### config.mk
export PLATFORM = sky130hd
export DESIGN_NAME = rms_norm_front
export DESIGN_NICKNAME = d
export VERILOG_FILES = /design/src/common/rms_pkg.sv /design/src/common/rms_ctrl_if.sv /design/src/rtl/rms_norm_front.sv /design/src/rms_vector_buffer/rms_vector_buffer.sv /design/src/rms_square_sum/rms_square_sum.sv /design/src/rtl/rms_lane_convert.sv /design/src/rtl/rms_int_to_bf16.sv
export VERILOG_INCLUDE_DIRS = /design/src /design/src/common
export SDC_FILE = /design/constraint.sdc
export NUM_CORES = 2
export LEC_CHECK = 0
export ABC_AREA = 1
export BUFFER_PORTS_ARGS = -buffer_cell sky130_fd_sc_hd__buf_2
export CAP_MARGIN = 0
export CORE_UTILIZATION = 45
export DETAILED_ROUTE_END_ITERATION = 16
export REMOVE_ABC_BUFFERS = 1
export SLEW_MARGIN = 20
export SYNTH_ARGS = -nofsm -noshare
export SYNTH_HDL_FRONTEND = slang
export SYNTH_SLANG_ARGS = --single-unit
### constraint.sdc
create_clock -name clk -period 22.6 [get_ports clk]
set_clock_uncertainty 0.1 [all_clocks]
set_input_delay 4.52 -clock clk [delete_from_list [all_inputs] [get_ports clk]]
set_output_delay 4.52 -clock clk [all_outputs]
set_load 0.01 [all_outputs]
### src/common/rms_cfg.svh
/*
 * RMS-norm front end configuration
 * Lane count, datapath widths, buffer depth and bfloat16 field sizes
 */
`ifndef RMS_CFG_SVH
`define RMS_CFG_SVH

// Lanes per beat and activation width
`define RMS_LANES   4
`define RMS_FIX_W   8

// bfloat16 word and its fields
`define RMS_BF_W    16
`define RMS_MAN_W   7
`define RMS_EXP_W   8

// Accumulator, length/count and scale position widths
`define RMS_SUM_W   24
`define RMS_CNT_W   10
`define RMS_SCALE_W 5

// Buffer slots for up to 64 elements plus one spare
`define RMS_DEPTH   17
`define RMS_SLOT_W  5

`endif
### src/common/rms_pkg.sv
/*
 * RMS-norm front end types
 * Vector typedefs shared by the datapath blocks
 */
`default_nettype none

package rms_pkg;

  `include "rms_cfg.svh"

  // Scalars
  typedef logic signed [`RMS_FIX_W-1:0]   fix8_t;
  typedef logic        [`RMS_BF_W-1:0]    bf16_t;
  typedef logic signed [2*`RMS_FIX_W-1:0] sq_t;
  typedef logic        [`RMS_SUM_W-1:0]   sum_t;
  typedef logic        [`RMS_CNT_W-1:0]   cnt_t;
  typedef logic signed [`RMS_SCALE_W-1:0] scale_t;

  // Per-beat vectors with lane 0 in the low bits
  typedef logic [`RMS_LANES-1:0]            lane_mask_t;
  typedef logic [`RMS_LANES*`RMS_FIX_W-1:0] fix_vec_t;
  typedef logic [`RMS_LANES*`RMS_BF_W-1:0]  bf_vec_t;

  // Buffer slot address
  typedef logic [`RMS_SLOT_W-1:0] slot_idx_t;

endpackage

`default_nettype wire

### src/common/rms_ctrl_if.sv
/*
 * RMS-norm control interface
 * Configuration plus the per-vector sum_done and vector_last events
 */
`timescale 1ns/1ps
`default_nettype none

interface rms_ctrl_if import rms_pkg::*; ();

  cnt_t   data_num;
  cnt_t   k;
  scale_t in_scale_pos;
  logic   sum_done;
  logic   vector_last;

  modport cfg    (output data_num, output k, output in_scale_pos);
  modport conv   (input in_scale_pos);
  modport sum    (input k, input in_scale_pos, input vector_last, output sum_done);
  modport buffer (input data_num, input sum_done, output vector_last);

endinterface

`default_nettype wire

### src/rtl/rms_norm_front.sv
/*
 * RMS-norm front end top level
 * Configuration registers, int8 to bfloat16 conversion, square sum
 * and activation/gamma replay buffer
 */
`timescale 1ns/1ps
`default_nettype none

module rms_norm_front import rms_pkg::*; (
  input  logic       clk,
  input  logic       rst_n,
  input  cnt_t       data_num,
  input  logic       data_num_vld,
  input  cnt_t       k,
  input  logic       k_vld,
  input  scale_t     in_scale_pos,
  input  logic       in_scale_pos_vld,
  input  fix_vec_t   fixed_data,
  input  lane_mask_t fixed_data_vld,
  input  bf_vec_t    gamma,
  input  lane_mask_t gamma_vld,
  output bf16_t      sq_sum,
  output logic       sq_sum_vld,
  output bf_vec_t    out_x,
  output bf_vec_t    out_gamma,
  output lane_mask_t out_vld,
  output logic       out_last
);

  rms_ctrl_if ctrl ();

  bf_vec_t    x_bf;
  lane_mask_t x_vld;

  // --------------------
  // Configuration registers
  always_ff @(posedge clk or negedge rst_n) begin
    if (!rst_n) begin
      ctrl.data_num     <= '0;
      ctrl.k            <= '0;
      ctrl.in_scale_pos <= '0;
    end else begin
      if (data_num_vld)
        ctrl.data_num <= data_num;
      if (k_vld)
        ctrl.k <= k;
      if (in_scale_pos_vld)
        ctrl.in_scale_pos <= in_scale_pos;
    end
  end

  // --------------------
  // Datapath blocks
  rms_lane_convert u_lane_convert (
    .clk            (clk),
    .rst_n          (rst_n),
    .ctrl           (ctrl),
    .fixed_data     (fixed_data),
    .fixed_data_vld (fixed_data_vld),
    .x_bf           (x_bf),
    .x_vld          (x_vld)
  );

  rms_square_sum u_square_sum (
    .clk            (clk),
    .rst_n          (rst_n),
    .ctrl           (ctrl),
    .fixed_data     (fixed_data),
    .fixed_data_vld (fixed_data_vld),
    .sq_sum         (sq_sum),
    .sq_sum_vld     (sq_sum_vld)
  );

  rms_vector_buffer u_vector_buffer (
    .clk       (clk),
    .rst_n     (rst_n),
    .ctrl      (ctrl),
    .x_bf      (x_bf),
    .x_vld     (x_vld),
    .gamma     (gamma),
    .gamma_vld (gamma_vld),
    .out_x     (out_x),
    .out_gamma (out_gamma),
    .out_vld   (out_vld),
    .out_last  (out_last)
  );

endmodule

`default_nettype wire

### src/rms_vector_buffer/rms_vector_buffer.sv
/*
 * Activation and gamma replay buffer
 * Stores one vector slot by slot and replays it after the square sum,
 * marking the final beat with out_last
 */
`timescale 1ns/1ps
`default_nettype none

`include "rms_cfg.svh"

module rms_vector_buffer import rms_pkg::*; (
  input  logic         clk,
  input  logic         rst_n,
  rms_ctrl_if.buffer   ctrl,
  input  bf_vec_t      x_bf,
  input  lane_mask_t   x_vld,
  input  bf_vec_t      gamma,
  input  lane_mask_t   gamma_vld,
  output bf_vec_t      out_x,
  output bf_vec_t      out_gamma,
  output lane_mask_t   out_vld,
  output logic         out_last
);

  bf_vec_t    x_mem    [`RMS_DEPTH];
  lane_mask_t mask_mem [`RMS_DEPTH];
  bf_vec_t    g_mem    [`RMS_DEPTH];

  slot_idx_t  x_wr_ptr;
  slot_idx_t  g_wr_ptr;
  slot_idx_t  x_rd_ptr;
  slot_idx_t  g_rd_ptr;
  cnt_t       rd_cnt;
  logic       rd_en;
  logic       rd_active;
  logic       final_beat;

  // --------------------
  // Write side
  always_ff @(posedge clk) begin
    if (|x_vld) begin
      x_mem[x_wr_ptr]    <= x_bf;
      mask_mem[x_wr_ptr] <= x_vld;
    end
    if (|gamma_vld)
      g_mem[g_wr_ptr] <= gamma;
  end

  always_ff @(posedge clk or negedge rst_n) begin
    if (!rst_n) begin
      x_wr_ptr <= '0;
      g_wr_ptr <= '0;
    end else if (ctrl.vector_last) begin
      x_wr_ptr <= '0;
      g_wr_ptr <= '0;
    end else begin
      if (|x_vld)
        x_wr_ptr <= x_wr_ptr + slot_idx_t'(1);
      if (|gamma_vld)
        g_wr_ptr <= g_wr_ptr + slot_idx_t'(1);
    end
  end

  // --------------------
  // Replay side
  // sum_done starts the first beat directly so replay begins one cycle later
  assign rd_active  = ctrl.sum_done | rd_en;
  assign final_beat = (rd_cnt + cnt_t'(`RMS_LANES)) >= ctrl.data_num;

  always_ff @(posedge clk or negedge rst_n) begin
    if (!rst_n) begin
      rd_en    <= 1'b0;
      rd_cnt   <= '0;
      x_rd_ptr <= '0;
      g_rd_ptr <= '0;
      out_vld  <= '0;
      out_last <= 1'b0;
    end else if (ctrl.vector_last) begin
      rd_en    <= 1'b0;
      rd_cnt   <= '0;
      x_rd_ptr <= '0;
      g_rd_ptr <= '0;
      out_vld  <= '0;
      out_last <= 1'b0;
    end else if (rd_active) begin
      rd_en    <= !final_beat;
      rd_cnt   <= rd_cnt + cnt_t'(`RMS_LANES);
      x_rd_ptr <= x_rd_ptr + slot_idx_t'(1);
      g_rd_ptr <= g_rd_ptr + slot_idx_t'(1);
      out_vld  <= mask_mem[x_rd_ptr];
      out_last <= final_beat;
    end else begin
      out_vld  <= '0;
      out_last <= 1'b0;
    end
  end

  always_ff @(posedge clk) begin
    if (rd_active) begin
      out_x     <= x_mem[x_rd_ptr];
      out_gamma <= g_mem[g_rd_ptr];
    end
  end

  assign ctrl.vector_last = out_last;

endmodule

`default_nettype wire

### src/rms_square_sum/rms_square_sum.sv
/*
 * Square sum of the int8 lanes
 * Accumulates whole beats until K elements are counted, then emits
 * the sum once as a scaled bfloat16 word
 */
`timescale 1ns/1ps
`default_nettype none

`include "rms_cfg.svh"

module rms_square_sum import rms_pkg::*; (
  input  logic       clk,
  input  logic       rst_n,
  rms_ctrl_if.sum    ctrl,
  input  fix_vec_t   fixed_data,
  input  lane_mask_t fixed_data_vld,
  output bf16_t      sq_sum,
  output logic       sq_sum_vld
);

  sq_t        sq_q [`RMS_LANES];
  lane_mask_t sq_vld;
  logic       gated;
  sum_t       sum_q;
  sum_t       nxt_sum;
  cnt_t       cnt_q;
  cnt_t       nxt_cnt;
  bf16_t      sum_bf;

  // --------------------
  // Squaring stage
  for (genvar i = 0; i < `RMS_LANES; i++) begin : g_sq
    fix8_t lane;

    assign lane = fixed_data[i*`RMS_FIX_W +: `RMS_FIX_W];

    always_ff @(posedge clk) begin
      if (!gated)
        sq_q[i] <= lane * lane;
    end
  end

  always_ff @(posedge clk or negedge rst_n) begin
    if (!rst_n)
      sq_vld <= '0;
    else
      sq_vld <= gated ? '0 : fixed_data_vld;
  end

  // Blocks new squares once the sum is complete
  always_ff @(posedge clk or negedge rst_n) begin
    if (!rst_n)
      gated <= 1'b0;
    else if (ctrl.vector_last)
      gated <= 1'b0;
    else if (ctrl.sum_done)
      gated <= 1'b1;
  end

  // --------------------
  // Accumulation stage
  always_comb begin
    nxt_sum = sum_q;
    nxt_cnt = cnt_q;
    for (int i = 0; i < `RMS_LANES; i++) begin
      if (sq_vld[i]) begin
        nxt_sum = nxt_sum + sum_t'($unsigned(sq_q[i]));
        nxt_cnt = nxt_cnt + cnt_t'(1);
      end
    end
  end

  always_ff @(posedge clk or negedge rst_n) begin
    if (!rst_n) begin
      sum_q         <= '0;
      cnt_q         <= '0;
      ctrl.sum_done <= 1'b0;
    end else if (ctrl.vector_last) begin
      sum_q         <= '0;
      cnt_q         <= '0;
      ctrl.sum_done <= 1'b0;
    end else begin
      // Pulses once per vector as the count then stays at or above k
      ctrl.sum_done <= (|sq_vld) && (cnt_q < ctrl.k) && (nxt_cnt >= ctrl.k);
      if ((|sq_vld) && (cnt_q < ctrl.k)) begin
        sum_q <= nxt_sum;
        cnt_q <= nxt_cnt;
      end
    end
  end

  // --------------------
  // Float output
  rms_int_to_bf16 u_sum_i2bf (
    .a         (sum_q),
    .sign_mode (1'b0),
    .scale     (ctrl.in_scale_pos),
    .z         (sum_bf)
  );

  always_ff @(posedge clk or negedge rst_n) begin
    if (!rst_n)
      sq_sum_vld <= 1'b0;
    else
      sq_sum_vld <= ctrl.sum_done;
  end

  always_ff @(posedge clk) begin
    if (ctrl.sum_done)
      sq_sum <= sum_bf;
  end

endmodule

`default_nettype wire

### src/rtl/rms_lane_convert.sv
/*
 * Per-lane int8 to scaled bfloat16 conversion
 * Result registered together with the lane valid mask
 */
`timescale 1ns/1ps
`default_nettype none

`include "rms_cfg.svh"

module rms_lane_convert import rms_pkg::*; (
  input  logic       clk,
  input  logic       rst_n,
  rms_ctrl_if.conv   ctrl,
  input  fix_vec_t   fixed_data,
  input  lane_mask_t fixed_data_vld,
  output bf_vec_t    x_bf,
  output lane_mask_t x_vld
);

  bf_vec_t conv_bf;

  for (genvar i = 0; i < `RMS_LANES; i++) begin : g_lane
    fix8_t lane;

    assign lane = fixed_data[i*`RMS_FIX_W +: `RMS_FIX_W];

    rms_int_to_bf16 u_i2bf (
      .a         (sum_t'(lane)),
      .sign_mode (1'b1),
      .scale     (ctrl.in_scale_pos),
      .z         (conv_bf[i*`RMS_BF_W +: `RMS_BF_W])
    );
  end

  always_ff @(posedge clk or negedge rst_n) begin
    if (!rst_n)
      x_vld <= '0;
    else
      x_vld <= fixed_data_vld;
  end

  always_ff @(posedge clk) begin
    x_bf <= conv_bf;
  end

endmodule

`default_nettype wire

### src/rtl/rms_int_to_bf16.sv
/*
 * Integer to bfloat16 converter
 * Leading-zero count, truncated fraction, exponent offset by a scale position
 */
`timescale 1ns/1ps
`default_nettype none

`include "rms_cfg.svh"

module rms_int_to_bf16 import rms_pkg::*; (
  input  sum_t   a,
  input  logic   sign_mode,
  input  scale_t scale,
  output bf16_t  z
);

  localparam int LZ_W   = $clog2(`RMS_SUM_W);
  localparam int BIAS   = (1 << (`RMS_EXP_W - 1)) - 1;
  localparam int TOP_BIT = `RMS_SUM_W - 1;

  typedef logic [`RMS_EXP_W-1:0] exp_t;

  logic                 neg;
  sum_t                 mag;
  sum_t                 norm;
  logic [LZ_W-1:0]      lz;
  exp_t                 exp_field;
  logic [`RMS_MAN_W-1:0] frac;

  always_comb begin
    neg = sign_mode & a[TOP_BIT];
    mag = neg ? sum_t'(-a) : a;
    // Highest set bit wins
    lz = '0;
    for (int i = 0; i < `RMS_SUM_W; i++) begin
      if (mag[i])
        lz = LZ_W'(TOP_BIT - i);
    end
    norm = mag << lz;
    frac = norm[TOP_BIT-1 -: `RMS_MAN_W];
    // Exponent wraps modulo 256
    exp_field = exp_t'(BIAS + TOP_BIT - int'(lz)) - exp_t'(scale);
  end

  assign z = (mag == '0) ? '0 : {neg, exp_field, frac};

endmodule

`default_nettype wire

Word level (Yosys, flattened, before mapping)
Memory sizes are Yosys's and may differ from the RTL's. A register that Yosys moved wholly into a read port is not among the register bits.
Index checks and enable logic that the tools add are counted.
- flip-flop bits (word level): 186
- RAM bits: 2308
- input bits: 134
- word-level logic and storage cells: 245
- memories kept: 4
- add/subtract/negate cells: 27
- multipliers: 4
- magnitude comparators: 3
- shifts and indexed selects: 5
- muxes and demuxes: 161
- bitwise gates (word level): 1
- reductions and logical operators: 16
- memories (memory ; depth ; bits a word ; read ports ; clocked after memory_dff ; wr ports ; line ; text):
    u_vector_buffer.g_mem ; 17 ; 64 ; 1 ; 1 ; 1 ; rms_vector_buffer.sv:27 ; bf_vec_t g_mem [`RMS_DEPTH];
    u_vector_buffer.x_mem ; 17 ; 64 ; 1 ; 1 ; 1 ; rms_vector_buffer.sv:25 ; bf_vec_t x_mem [`RMS_DEPTH];
    u_vector_buffer.mask_mem ; 17 ; 4 ; 1 ; 0 ; 1 ; rms_vector_buffer.sv:26 ; lane_mask_t mask_mem [`RMS_DEPTH];
    u_square_sum.sq_q ; 4 ; 16 ; 4 ; 0 ; 4 ; rms_square_sum.sv:21 ; sq_t sq_q [`RMS_LANES];
- operators by type and width (operator ; count):
    5-bit two-way mux ; 128
    24-bit two-way mux ; 10
    24-bit logical NOT ; 5
    24-bit by 5-bit << shifter with 23-bit output ; 5
    24-bit by 16-bit adder with 24-bit output ; 4
    24-bit negator ; 4
    10-bit two-way mux ; 8
    8-bit by 8-bit multiplier with 16-bit output ; 4
    10-bit by 1-bit adder with 10-bit output, second input constant ; 4
    8-bit by 5-bit subtractor with 8-bit output, first input constant ; 5
    8-bit subtractor ; 5
    5-bit by 1-bit adder with 5-bit output, second input constant ; 4
    10-bit >= comparator ; 2
    1-bit two-way mux ; 12
    4-bit two-way mux ; 3
    4-bit OR reduction ; 3
    10-bit by 3-bit adder with 10-bit output, second input constant ; 1
    10-bit less-than comparator ; 1
    2-bit nonzero test ; 5
    1-bit logical AND ; 2
    1-bit logical NOT ; 1
    1-bit bitwise OR ; 1

Depth between registers and ports, before layout
- word-level depth: 28
- mapped depth: 43
- mapped depth without buffers: 43

By module
Synthesis repeated with hierarchy kept, for this count alone.
- cell total of the unflattened synthesis: 13567
- area total of the unflattened synthesis: 130821.7 um2
- by module, submodules not included (module ; times used ; cells an instance ; area an instance (um2) ; seq. area each (um2)):
    rms_vector_buffer ; 1 ; 8908 ; 99290.2 ; 72079.1
    rms_square_sum ; 1 ; 2302 ; 17833.4 ; 3308.2
    rms_int_to_bf16 (u_lane_convert.g_lane[0].u_i2bf ...) ; 3 ; 432 ; 2278.4 ; 0.0
    rms_int_to_bf16 (u_lane_convert.g_lane[2].u_i2bf) ; 1 ; 445 ; 2284.7 ; 0.0
    rms_int_to_bf16 (u_lane_convert.g_lane[1].u_i2bf) ; 1 ; 442 ; 2252.2 ; 0.0
    rms_lane_convert ; 1 ; 69 ; 1385.1 ; 1381.3
    rms_norm_front ; 1 ; 105 ; 940.9 ; 625.6

Worst setup path before layout
No wires, ideal clock.
- path kind: input-to-reg
- from: input port gamma_vld[1]
- to: memory u_vector_buffer.g_mem[16][0] (netlist bit), enable pin
- setup time: 0.644 ns
- arrival: 10.872 ns
- setup slack: 10.984 ns
- stages on the path: 4
- buffers on the path: 0
- path through: nor4_1 inv_1 nand2_1 nor4_1
- longest elaborated chain between the ends: 3
- ends and longest elaborated chain (item ; line ; text):
    start, declared ; rms_norm_front.sv:21 ; input lane_mask_t gamma_vld,
    4-bit OR reduction ; rms_vector_buffer.sv:45 ; if (|gamma_vld)
    1-bit two-way mux ; rms_vector_buffer.sv:45 ;
    1-bit two-way mux (not written as such) ; rms_vector_buffer.sv:46 ; g_mem[g_wr_ptr] <= gamma;
    end, declared ; rms_vector_buffer.sv:27 ;
Every way passes these cells.

==> key figures <==
Status
  • Outcome: complete, no violations

Layout
  • # nets final: 10,300
  • Layout cells sized above 1: under 10%
  • FF+latch area: approximately 0.077 sq mm
  • Fillers: ~22,000
  • Multi-input logic area: between 0.03 and 0.04 sq mm
  • P&R area growth vs syn: 12.1%
  • Final Instance Area: around 0.13 sq mm

Place
  • IO buf count: roughly 280
  • Dpl hpwl: around 170,000 um
  • Placed cell area: about 0.12 sq mm
  • Pre-CTS WS: between 10,000 and 15,000 ps
  • Routability Congestion: approximately 0.9

Min path
  • HP Start: ctrl.data_num[7]
  • Worst min path class: register to register

Power
  • Clock Power Share: about a quarter
  • Net Sw Frac: 39.0%
  • Sequential share of power: 38.1%
  • Logic pwr share: a little under two fifths
  • Final Total Pwr: around 0.018 W
  • Internal power: around 0.011 W
  • P per Cell Area: 142 mW/mm^2
  • Leak pwr: between 40 and 50 nW
  • Psw: ~0.0072 W
  • Max IR drop VDD: 109 uV

Clock network
  • Cts bufs inserted: approximately 290
  • CTS max path bufs: 4
  • Clock Sink Count: approximately 2,600
  • TritonCTS clock tree: built
  • Post-CTS Setup Repair Bufs: 0
  • Hold bufs inserted after CTS: 0
  • Worst-path clk slew: 50 ps
  • H-tree Lvls: 5
  • CTS-repair resized insts: 0
  • Later-pin clock latency in the skew report: just over 900 ps
  • CTS Root Cell: clkbuf_16

Global routing
  • Total track usage: between 20% and 30%
  • Vias in the first global route: between 70,000 and 80,000
  • Initial antenna violation count: 61
  • Largest net degree at the start of global routing: approximately 260
  • Global-route wire length before repair: between 400,000 and 500,000 um
  • GRT overflow: 0

Synthesis
  • Mapped Area: approximately 0.12 sq mm
  • Most common library cells after synthesis: 2,447 x edfxtp_1, 1,441 x nor2_1, 1,275 x o21ai_0, 919 x nand2_1, 657 x inv_1
  • EDFF count, synth: 2,447
  • Seq cells post-synth: ~2,600
  • Synth Warn #: 0
  • Avg Inst Size Synth: roughly 12 sq um
  • Sequential-to-total area share from yosys stat: around 67%
  • Top_reg_cell synth: edfxtp_1
  • Post-synth ARST share: between 3 and 4%
  • Netlist cell types: 65
  • Share of the synthesized area in the top cell type: between 60% and 70%
  • Most frequent cell after synthesis: edfxtp_1
  • Dominant cell type by area after synthesis: edfxtp_1
  • Cells after Synth: about 9,500
  • Synth area leaders: edfxtp_1 64%, o21ai_0 5.5%, nor2_1 4.7%, fa_1 3.4%, ha_1 3.0%

Critical path
  • Crit-path cells: buf_2 > clkinv_1 > nor2_1 > inv_1 > fa_1 > fa_1 > fa_1 > fa_1 > inv_1 > ha_1 > a21oi_1 > o21ai_0 > a21o_1 > a21oi_1 > o21ai_0 > a21oi_1 > o21ai_0 > a21oi_1 > xor2_1
  • Crit path DAT: roughly 9000 ps
  • CP startpoint kind: input pin
  • Crit Path Class: input pin to register
  • Slowest stage cell, crit path: fa_1
  • CP max stage delay: 530 ps
  • Critical Path Sink Type: register
  • R2R Path Start: u_square_sum.sum_q[4]
  • Worst setup startpoint: fixed_data[31]
  • Critical Path RT: about 23,000 ps
  • WP buf/inv: 4
  • CP Max Fanout: 19
  • CP delay by family, top: adder cells

Detailed routing
  • Met2 WL: between 100,000 and 150,000 um
  • Post-route ant nets: 0
  • Met1 wire length: roughly 130,000 um
  • Max layer used: met5
  • DR pass1 iterations: 8
  • Final WL: approximately 320,000 um
  • Post-route DRC: 0
  • Initial DRC Count: 7,987
  • Vias per cell: around 5.7
  • Routed vias: approximately 76,000
  • Wire per inst: between 20 and 25 um
  • Met3 WL: between 20,000 and 30,000 um

STA
  • Slack of the critical path: about 14,000 ps
  • Final period util: ~38%
  • RSZ-0062 raised after global routing: no
  • Min cycle time layout: 8510 ps
  • Slew HR: 22.4%
  • Endpoints failing hold: 0
  • Final count of negative-setup-slack endpoints: 0
  • Fin. max-slew vios: 0
  • Fmax: around 0.12 GHz
  • Worst-Margin Slew: ~1200 ps
  • Setup TNS: 0 ps

Floorplan
  • Die Y: approximately 510 um
  • Ports: about 280
  • Starting Density: 45.4%
  • Die area: approximately 0.26 sq mm
  • Die span in x: just over 500 um
  • FP Rows: ~190
  • Core Area: between 0.2 and 0.3 sq mm

Job
  • Max-cap violations: 0
==> power by group through the flow <==
stage / Combinational, W / Sequential, W / Clock (W)
final: 0.00687 / 0.00700 / 0.00449
after global routing: 0.00763 / 0.00707 / 0.00474
after CTS: 0.00686 / 0.00700 / 0.00456
after detailed placement: 0.00682 / 0.00709 / 0
after global placement: 0.00672 / 0.00706 / 0
after floorplan: 0.00437 / 0.00718 / 0
==> worst min-delay path, stage by stage (launching register included) <==
cell and delay (ps):
dfrtp_1 320, inv_1 50, o21ai_0 130
==> flip-flops by register name (all words and copies together) (netlist names), 15 cells and up <==
name	cells
u_vector_buffer.out_gamma	64
u_vector_buffer.out_x	64
u_square_sum.sq_sum	15
u_vector_buffer.g_mem	1088
u_lane_convert.x_bf	64
u_square_sum.sum_q	24
u_vector_buffer.mask_mem	68
u_square_sum.sq_q	60
u_vector_buffer.x_mem	1088
==> worst paths after layout <==
check	slack (ps)	endpoint	cells after the start
setup / recovery	14090	u_square_sum.sq_q[3][15]	19
hold / removal	430	ctrl.data_num[7]	2
setup reg to reg	15600	u_square_sum.sum_q[21]	36
hold reg to reg	430	ctrl.data_num[7]	2
max in group asynchronous	17700	u_vector_buffer.x_rd_ptr[1]	2
min in group asynchronous	3530	u_square_sum.sq_sum_vld	1
==> per-stage QoR <==
step / utilization (%) / instances / hold slack [ps]
after global routing: 50.8 / 13300 / 472
after floorplan: - / 8960 / 380
after detailed placement: 47.3 / 12700 / 427
after global placement: 47.3 / 12700 / 418
final: 50.8 / 13300 / 433
after CTS: 50.8 / 13200 / 436
==> cell type report <==
type | instances | share of cell area [%]
antenna | 21 | 0.0406
clock buffer | 406 | 6.25
clock inverter | 104 | 0.670
tap | 3366 | 3.26
sequential | 2615 | 59.8
multi-input combinational | 5670 | 26.1
inverter | 675 | 1.99
timing repair buffer | 408 | 1.90
==> cells in the final DEF (no fill, tap or decap), types with 263 or more instances in the layout <==
cell type  Yosys  final
nor2_1      1441   1407
clkbuf_16      0    299
nand2_1      919    919
o22ai_1      342    342
ha_1         276    276
edfxtp_1    2447   2447
buf_2          5    281
o21ai_0     1275   1275
inv_1        657    649
nand3_1      263    263
==> kinds of logic after synthesis <==
| group | after synthesis | synth area share [%] |
|---|---|---|
| adders and majority gates | 470 | 6.36 |
| xor gates and xnor gates | 163 | 1.31 |
| muxes | 3 | 0.0282 |
| and+or+nand+nor | 2756 | 9.59 |
| other | 1 | 0.00325 |
| AOI/OAI and AO/OA | 2275 | 11.7 |
| buffers and inverters | 1216 | 3.98 |
| DFF | 2615 | 67.0 |
==> metal layers <==
metal | global-route usage, % | vias up
met2 | 39.1 | 2917
met4 | 8.50 | 46
met5 | 0 | -
met3 | 4.53 | 529
met1 | 33.1 | 37900
li1 | - | 34600
(Power assumes the default switching activity.)
